<file path="src/verilog/cart_defs.svh">
`ifndef CART_DEFS_SVH
`define CART_DEFS_SVH

// CPU side of the cartridge slot
`define CART_ADDR_W       16  // Z80 address bus
`define CART_DATA_W       8   // Z80 data bus

// Memory side
`define CART_MEM_ADDR_W   27  // Flat address into ROM or SRAM storage
`define CART_BANK_W       8   // One 16 KB bank number

// Configuration fields
`define CART_ROM_SIZE_W   25  // ROM size in bytes, up to 32 MB
`define CART_SRAM_SIZE_W  16  // SRAM size in kilobytes

// Independent mapper instances sharing the logic
`define CART_NUM_IDS      2

`endif

</file>
<file path="src/verilog/cart_bus_pkg.sv">
`include "cart_defs.svh"

package cart_bus_pkg;

    // Plain CPU bus vectors
    typedef logic [`CART_ADDR_W-1:0]     cpu_addr_t;
    typedef logic [`CART_DATA_W-1:0]     cpu_data_t;

    // Address toward the storage behind the mapper
    typedef logic [`CART_MEM_ADDR_W-1:0] mem_addr_t;

    // One CPU memory access, all levels active high
    typedef struct packed {
        cpu_addr_t addr;
        cpu_data_t data;  // Write data
        logic      rd;
        logic      wr;
        logic      mreq;  // Memory request qualifier
    } cpu_req_t;

    // Request toward ROM and SRAM
    typedef struct packed {
        logic      ram_cs;   // ROM select
        logic      sram_cs;  // Battery SRAM select
        logic      rnw;      // Low only for an SRAM write
        mem_addr_t addr;     // All ones when idle
    } mem_out_t;

endpackage

</file>
<file path="src/verilog/cart_mapper_pkg.sv">
`include "cart_defs.svh"

package cart_mapper_pkg;

    typedef logic [`CART_BANK_W-1:0]            bank_t;
    typedef logic [$clog2(`CART_NUM_IDS)-1:0]   mapper_id_t;  // Single bit for two ids

    // Supported mapper flavours
    typedef enum logic [1:0] {
        MAPPER_NONE    = 2'd0,
        MAPPER_ASCII16 = 2'd1,
        MAPPER_RTYPE   = 2'd2
    } mapper_typ_e;

    // Static configuration of the inserted cartridge
    typedef struct packed {
        mapper_typ_e                    typ;
        mapper_id_t                     id;         // Which register set to use
        logic [`CART_ROM_SIZE_W-1:0]    rom_size;   // Bytes
        logic [`CART_SRAM_SIZE_W-1:0]   sram_size;  // Kilobytes, zero means none
    } mapper_cfg_t;

    // Single bank register update
    typedef struct packed {
        logic  valid;  // Update this cycle
        logic  half;   // 0 selects the 4000h window, 1 the 8000h window
        logic  sram;   // Set SRAM enable instead of loading a bank
        bank_t value;  // New bank number when sram is low
    } reg_wr_t;

endpackage

</file>
<file path="src/verilog/cart_map_ctrl.sv">
`timescale 1ns/1ns

module cart_map_ctrl (
    input  cart_bus_pkg::cpu_req_t    bus_req,
    input  cart_mapper_pkg::mapper_cfg_t cfg,
    output logic                      cs,
    output logic                      rtype,
    output cart_mapper_pkg::reg_wr_t  wr_cmd
);

    logic mapped;       // Access hits 4000h to BFFFh
    logic mapper_en;    // Type is one we serve
    logic sram_exists;
    logic wr_hit;       // Qualified write into the mapper area

    assign mapped    = ^bus_req.addr[15:14];  // Bits differ only in the two middle pages
    assign mapper_en = (cfg.typ == cart_mapper_pkg::MAPPER_ASCII16) |
                       (cfg.typ == cart_mapper_pkg::MAPPER_RTYPE);
    assign rtype     = (cfg.typ == cart_mapper_pkg::MAPPER_RTYPE);
    assign cs        = mapped & mapper_en & bus_req.mreq;

    assign sram_exists = (cfg.sram_size != '0);
    assign wr_hit      = cs & bus_req.wr;

    // Switching window decode
    always_comb begin
        wr_cmd = '0;  // No update by default
        if (wr_hit) begin
            if (rtype) begin
                // R-Type has a single register at 7000h to 7FFFh for the upper window
                if (bus_req.addr[15:12] == 4'b0111) begin
                    wr_cmd.valid = 1'b1;
                    wr_cmd.half  = 1'b1;
                    wr_cmd.sram  = 1'b0;
                    // Bit 4 set limits the bank to the 17h pattern
                    wr_cmd.value = bus_req.data & (bus_req.data[4] ? 8'h17 : 8'h1F);
                end
            end else begin
                case (bus_req.addr[15:11])
                    5'b01100: begin  // 6000h to 67FFh
                        wr_cmd.valid = 1'b1;
                        wr_cmd.half  = 1'b0;
                    end
                    5'b01110: begin  // 7000h to 77FFh
                        wr_cmd.valid = 1'b1;
                        wr_cmd.half  = 1'b1;
                    end
                    default: wr_cmd.valid = 1'b0;  // Outside both windows
                endcase
                // Code 10h maps SRAM in when the cartridge has some
                wr_cmd.sram  = (bus_req.data == 8'h10) & sram_exists;
                wr_cmd.value = bus_req.data;
            end
        end
    end

endmodule

</file>
<file path="src/verilog/cart_bank_regs.sv">
`timescale 1ns/1ns
`include "cart_defs.svh"

module cart_bank_regs (
    input  logic                          cpu_bus,
    input  logic                          arst_n,
    input  cart_mapper_pkg::mapper_id_t   id,
    input  cart_mapper_pkg::reg_wr_t      wr_cmd,
    output cart_mapper_pkg::bank_t        bank0,
    output cart_mapper_pkg::bank_t        bank1,
    output logic [1:0]                    sram_en
);

    // One register set per mapper instance
    cart_mapper_pkg::bank_t bank0_q [`CART_NUM_IDS];
    cart_mapper_pkg::bank_t bank1_q [`CART_NUM_IDS];
    logic [1:0]             sram_q  [`CART_NUM_IDS];  // Bit per window

    always_ff @(posedge cpu_bus or negedge arst_n) begin
        if (!arst_n) begin
            for (int i = 0; i < `CART_NUM_IDS; i++) begin
                bank0_q[i] <= '0;
                bank1_q[i] <= '0;
                sram_q[i]  <= 2'b00;
            end
        end else if (wr_cmd.valid) begin
            if (wr_cmd.sram) begin
                // Bank number stays, the window now points at SRAM
                sram_q[id][wr_cmd.half] <= 1'b1;
            end else begin
                sram_q[id][wr_cmd.half] <= 1'b0;  // Back to ROM
                if (wr_cmd.half) begin
                    bank1_q[id] <= wr_cmd.value;
                end else begin
                    bank0_q[id] <= wr_cmd.value;
                end
            end
        end
    end

    // Registers of the active instance only
    assign bank0   = bank0_q[id];
    assign bank1   = bank1_q[id];
    assign sram_en = sram_q[id];

endmodule

</file>
<file path="src/verilog/cart_addr_gen.sv">
`timescale 1ns/1ns
`include "cart_defs.svh"

module cart_addr_gen (
    input  cart_bus_pkg::cpu_req_t        bus_req,
    input  cart_mapper_pkg::mapper_cfg_t  cfg,
    input  logic                          cs,
    input  logic                          rtype,
    input  cart_mapper_pkg::bank_t        bank0,
    input  cart_mapper_pkg::bank_t        bank1,
    input  logic [1:0]                    sram_en,
    output cart_bus_pkg::mem_out_t        mem
);

    localparam int PAGE_W     = 14;  // 16 KB bank window
    localparam int ROM_PAD_W  = `CART_MEM_ADDR_W - `CART_BANK_W - PAGE_W;
    localparam int SRAM8_PAD  = `CART_MEM_ADDR_W - 13;  // 8 KB SRAM
    localparam int SRAM2_PAD  = `CART_MEM_ADDR_W - 11;  // 2 KB SRAM

    cart_mapper_pkg::bank_t  bank_base;
    logic                    sel_sram;     // Window currently mapped to SRAM
    cart_bus_pkg::mem_addr_t rom_addr;
    cart_bus_pkg::mem_addr_t sram_addr;
    cart_bus_pkg::mem_addr_t rom_limit;
    logic                    rom_valid;
    logic                    sram_cs;

    // Upper window always uses bank1, lower one is fixed at 0Fh for R-Type
    assign bank_base = bus_req.addr[15] ? bank1 : (rtype ? 8'h0F : bank0);
    assign sel_sram  = sram_en[bus_req.addr[15]];

    assign rom_addr  = {{ROM_PAD_W{1'b0}}, bank_base, bus_req.addr[PAGE_W-1:0]};
    assign sram_addr = (cfg.sram_size > 16'd2) ?
                       {{SRAM8_PAD{1'b0}}, bus_req.addr[12:0]} :
                       {{SRAM2_PAD{1'b0}}, bus_req.addr[10:0]};  // Small SRAM mirrors

    // Reads past the end of the image are not forwarded
    assign rom_limit = {{(`CART_MEM_ADDR_W-`CART_ROM_SIZE_W){1'b0}}, cfg.rom_size};
    assign rom_valid = (rom_addr < rom_limit);

    assign sram_cs = cs & sel_sram;

    always_comb begin
        mem.sram_cs = sram_cs;
        mem.ram_cs  = cs & rom_valid & ~sel_sram & bus_req.rd;  // ROM is read only
        // SRAM is writable only through the 8000h window
        mem.rnw     = ~(sram_cs & bus_req.wr & bus_req.addr[15]);
        if (!cs) begin
            mem.addr = '1;  // Idle address
        end else if (sel_sram) begin
            mem.addr = sram_addr;
        end else begin
            mem.addr = rom_addr;
        end
    end

endmodule

</file>
<file path="src/verilog/cart_mapper_top.sv">
`timescale 1ns/1ns

module cart_mapper_top (
    input  logic                          cpu_bus,
    input  logic                          arst_n,
    input  cart_bus_pkg::cpu_req_t        bus_req,
    input  cart_mapper_pkg::mapper_cfg_t  cfg,
    output cart_bus_pkg::mem_out_t        mem
);

    logic                      cs;       // Access belongs to the mapper
    logic                      rtype;
    cart_mapper_pkg::reg_wr_t  wr_cmd;   // Decoded register update
    cart_mapper_pkg::bank_t    bank0;
    cart_mapper_pkg::bank_t    bank1;
    logic [1:0]                sram_en;

    // Window and type decode
    cart_map_ctrl u_ctrl (
        .bus_req (bus_req),
        .cfg     (cfg),
        .cs      (cs),
        .rtype   (rtype),
        .wr_cmd  (wr_cmd)
    );

    // Per-instance bank state
    cart_bank_regs u_regs (
        .cpu_bus (cpu_bus),
        .arst_n  (arst_n),
        .id      (cfg.id),
        .wr_cmd  (wr_cmd),
        .bank0   (bank0),
        .bank1   (bank1),
        .sram_en (sram_en)
    );

    // Memory side request
    cart_addr_gen u_addr (
        .bus_req (bus_req),
        .cfg     (cfg),
        .cs      (cs),
        .rtype   (rtype),
        .bank0   (bank0),
        .bank1   (bank1),
        .sram_en (sram_en),
        .mem     (mem)
    );

endmodule

</file>
<file path="config.mk">
export PLATFORM = sky130hd
export DESIGN_NAME = cart_mapper_top
export DESIGN_NICKNAME = d
export VERILOG_FILES = /design/src/verilog/cart_bus_pkg.sv /design/src/verilog/cart_mapper_pkg.sv /design/src/verilog/cart_map_ctrl.sv /design/src/verilog/cart_bank_regs.sv /design/src/verilog/cart_addr_gen.sv /design/src/verilog/cart_mapper_top.sv
export VERILOG_INCLUDE_DIRS = /design/src /design/src/verilog
export SDC_FILE = /design/constraint.sdc
export NUM_CORES = 1
export LEC_CHECK = 0
export BUFFER_PORTS_ARGS = -buffer_cell sky130_fd_sc_hd__buf_2
export CORE_ASPECT_RATIO = 1.2
export CORE_UTILIZATION = 35
export DETAILED_ROUTE_END_ITERATION = 8
export GPL_TIMING_DRIVEN = 0
export HOLD_SLACK_MARGIN = 0.03
export MAX_ROUTING_LAYER = met4
export PLACE_DENSITY = 0.67
export SLEW_MARGIN = 5
export SYNTH_ARGS = -nofsm -noshare
export SYNTH_HDL_FRONTEND = slang
export SYNTH_SLANG_ARGS = --single-unit
</file>
<file path="constraint.sdc">
create_clock -name cpu_bus -period 9.85 [get_ports cpu_bus]
set_input_delay 2.955 -clock cpu_bus [delete_from_list [all_inputs] [get_ports cpu_bus]]
set_output_delay 2.955 -clock cpu_bus [all_outputs]
set_load 0.02 [all_outputs]
</file>
==> flow_metrics.env <==
export IMPL_cp_slowest_stage_delay_ns=0.37
export IMPL_worst_endpoint_required_ns=6.90
export IMPL_hpwl_um=6100
export IMPL_wl_per_cell_um=14.6
export IMPL_power_share_clock_pct=36.4
export IMPL_setup_tns_ns=0
export IMPL_synth_area_leaders="dfrtp_1 32%, ha_1 10%, nand2_1 6.7%"
export IMPL_antenna_found_initial=0
export IMPL_vdd_ir_drop_max_mv=0.0643
export IMPL_postCtsResizedCells=0
export IMPL_rsz0062_at_grt="no"
export IMPL_max_freq_mhz=119
export IMPL_cts_hold_buf=0
export IMPL_clock_sinks=36
export IMPL_min_period_ns=8.38
export IMPL_via_per_inst=4.97
export IMPL_grt_pass1_vias=2556
export IMPL_worstPathMaxFanout=10
export IMPL_cts_clk_slew_worst_paths_ns=0.06
export IMPL_crit_arrival_ns=5.42
export IMPL_grtUsageMet3_pct=3.13
export IMPL_clock_path_buffers=2
export IMPL_relSlewSlack_pct=48.3
export IMPL_crit_chain="buf_2 > buf_2 > buf_2 > mux2i_1 > a22oi_1 > ha_1 > a21oi_1 > o21ai_0 > a311oi_1 > nand2_1 > a21oi_1 > buf_2"
export IMPL_synth_flop_cell="dfrtp_1"
export IMPL_area_delta_synth_final_pct=26.1
export IMPL_crit_family="buffers and inverters"
export IMPL_pwr_share_seq_pct=42.0
export IMPL_max_cap_violations=0
export IMPL_crit_type="in -> out"
export IMPL_setup_viol=0
export IMPL_fin_crit_sh_pct=85.0
export IMPL_combPwrFrac_pct=21.6
export IMPL_status="finished, violations left"
export IMPL_clock_latency_ns=0.28
export IMPL_routed_wl_um=7420
export IMPL_yosysSeqAreaShare_pct=31.9
export IMPL_swShare_pct=27.9
export IMPL_initial_core_util_pct=36.4
export IMPL_min_from="u_regs.bank1_q[4]$_DFFE_PN0P_"
export IMPL_synth_top_area_share_pct=31.9
export IMPL_synth_cell_types=46
export IMPL_synth_enable_flop_cells=0
export IMPL_slowest_stage="buf_2"
export IMPL_fin_util_pct=45.9
export IMPL_rrSetupSlack_ns=9.07
export IMPL_syn_nets=403
export IMPL_reg2regPathDepth=1
export IMPL_worst_slew_pin_slew_ns=0.775
export IMPL_hold_depth=2
export IMPL_num_rows=35
export IMPL_use_met2_pct=34.1
export IMPL_fp_dieH_um=100
export IMPL_crit_buf_inv=4
export IMPL_avgSynthCellArea_um2=9.19
export IMPL_violations="DRC"
export IMPL_yosysWarnings=0
export IMPL_h_tree_depth=2
export IMPL_port_buffers=102
export IMPL_crit_path_frequent_cell="buf_2"
export IMPL_worst_setup_path_start_kind="input pin"
export IMPL_vias=2532
export IMPL_root_buffer="clkbuf_8"
export IMPL_synthCells=307
export IMPL_finalNetCount=512
export IMPL_core_mm2=0.00775
export IMPL_syn_area_mm2=0.00282
export IMPL_r2r_start="u_regs.bank0_q[9]$_DFFE_PN0P_"
export IMPL_die_area_mm2=0.00842
export IMPL_finClkSkew_ns=0
export IMPL_finalHoldViolCount=0
export IMPL_multi_input_area_mm2=0.00170
export IMPL_p_int_mw=0.256
export IMPL_cts_buffers=5
export IMPL_min_path_type="reg -> reg"
export IMPL_slew_viol_final=0
export IMPL_power_switching_mw=0.0992
export IMPL_fill_cells=793
export IMPL_powerDensity_mw_per_mm2=99.8
export IMPL_place_congestion=0.815
export IMPL_leakage_nw=1.85
export IMPL_grt_usage_pct=18.7
export IMPL_ant_nets=0
export IMPL_grt_max_degree=37
export IMPL_end_kind="output port"
export IMPL_drtIter0Drc=87
export IMPL_drc=10
export IMPL_r2r_end="u_regs.bank0_q[9]$_DFFE_PN0P_"
export IMPL_drive_above_1_share_pct=36.5
export IMPL_post_cts_setup_buffers=0
export IMPL_synth_top_area_cell="dfrtp_1"
export IMPL_ios=103
export IMPL_dr_pass1_iters=6
export IMPL_tritoncts="done"
export IMPL_grt_first_pass_wirelength_um=12100
export IMPL_chipWidth_um=83.9
export IMPL_grtUsageMet1_pct=21.2
export IMPL_seqCellArea_um2=901
export IMPL_yosys_register_bits=36
export IMPL_busiest_layer="met2"
export IMPL_grt_overflow_total=0
export IMPL_antenna_cells=0
export IMPL_synthArstFlopShare_pct=100
export IMPL_min_to="u_regs.bank1_q[4]$_DFFE_PN0P_"
stage by stage:
stage	area, um^2	worst slack, ns	hold WS (ns)	cells	power, mW
detailed placement	3450	1.49	0.471	501	0.229
global placement	3450	1.50	0.461	501	0.227
global route	3560	1.25	0.508	509	0.375
floorplan	2820	2.01	0.444	307	0.194
CTS	3560	1.48	0.489	509	0.359
finish	3560	1.47	0.484	509	0.355
routing by layer:
metal  part of all wire (%)  routed length [um]  vias up
met1                     44                3230     1198
met4                    1.5                 109        0
met3                    3.2                 234        9
li1                       -                   -     1279
met5                      0                   0        -
met2                     52                3840       46
Yosys cell counts (2+ instances only):
master	n
a21oi_1	12
a22oi_1	4
and2_1	5
and3_1	6
buf_2	3
buf_4	6
buf_6	2
clkbuf_1	5
dfrtp_1	36
ha_1	23
inv_1	30
mux2_1	8
mux2_2	8
mux2_4	8
mux2i_1	12
nand2_1	50
nand2b_1	16
nand3_1	8
nand4_1	2
nor2_1	5
nor2b_1	2
nor4_1	3
nor4_2	3
o2111ai_2	2
o21a_1	4
o21ai_0	16
o21ai_1	9
cell families (layout without fill, tap and decap cells):
group,after synthesis,after routing,share of synthesized area [%]
muxes,37,37,15.7
and+or+nand+nor,113,113,23.5
AOI/OAI and AO/OA,51,51,10.9
adders and majority gates,23,23,10.2
DFF,36,36,31.9
buffers and inverters,47,157,7.72
power groups by stage:
stage	sequential, mW	combinational, mW	clock (mW)
4_1_cts	0.149	0.0774	0.132
3_3_place_gp	0.152	0.0753	0
5_1_grt	0.149	0.0859	0.140
3_5_place_dp	0.152	0.0771	0
6_report	0.149	0.0767	0.129
2_1_floorplan	0.152	0.0420	0
worst max path at each step:
stage | start | endpoint | slack (ns) | cells past startpoint
global placement | cfg[41] | mem[29] | 1.50 | 12
floorplan | cfg[41] | mem[29] | 2.01 | 11
CTS | cfg[41] | mem[29] | 1.48 | 12
finish | cfg[41] | mem[29] | 1.47 | 12
global route | cfg[41] | mem[29] | 1.25 | 12
detailed placement | cfg[41] | mem[29] | 1.49 | 12
layout by cell type (no fill, tap or decap), drive strengths merged, types with 2 or more instances in the layout:
cell     netlist  final
inv           31     31
buf           11    113
ha            23     23
o2111ai        2      2
nor2b          2      2
nor4           7      7
nor2           6      6
nand4          3      3
and3           6      6
mux2          24     24
o21a           4      4
and2           5      5
nand3          8      8
dfrtp         36     36
nand2b        16     16
nand2         50     50
a21oi         12     12
nand4bb        2      2
clkbuf         5     10
nor3b          2      2
o21ai         25     25
a22oi          4      4
mux2i         12     12
cell type report:
type | instances | area share [%]
Tap cell | 92 | 3.24
Inverter | 31 | 3.27
Timing Repair Buffer | 102 | 14.4
Clock buffer | 5 | 1.93
Clock inverter | 3 | 1.20
Sequential cell | 36 | 25.3
Multi-Input combinational cell | 224 | 47.8
Buffer | 16 | 2.85
Note: power is estimated with default switching activity, not from simulation.
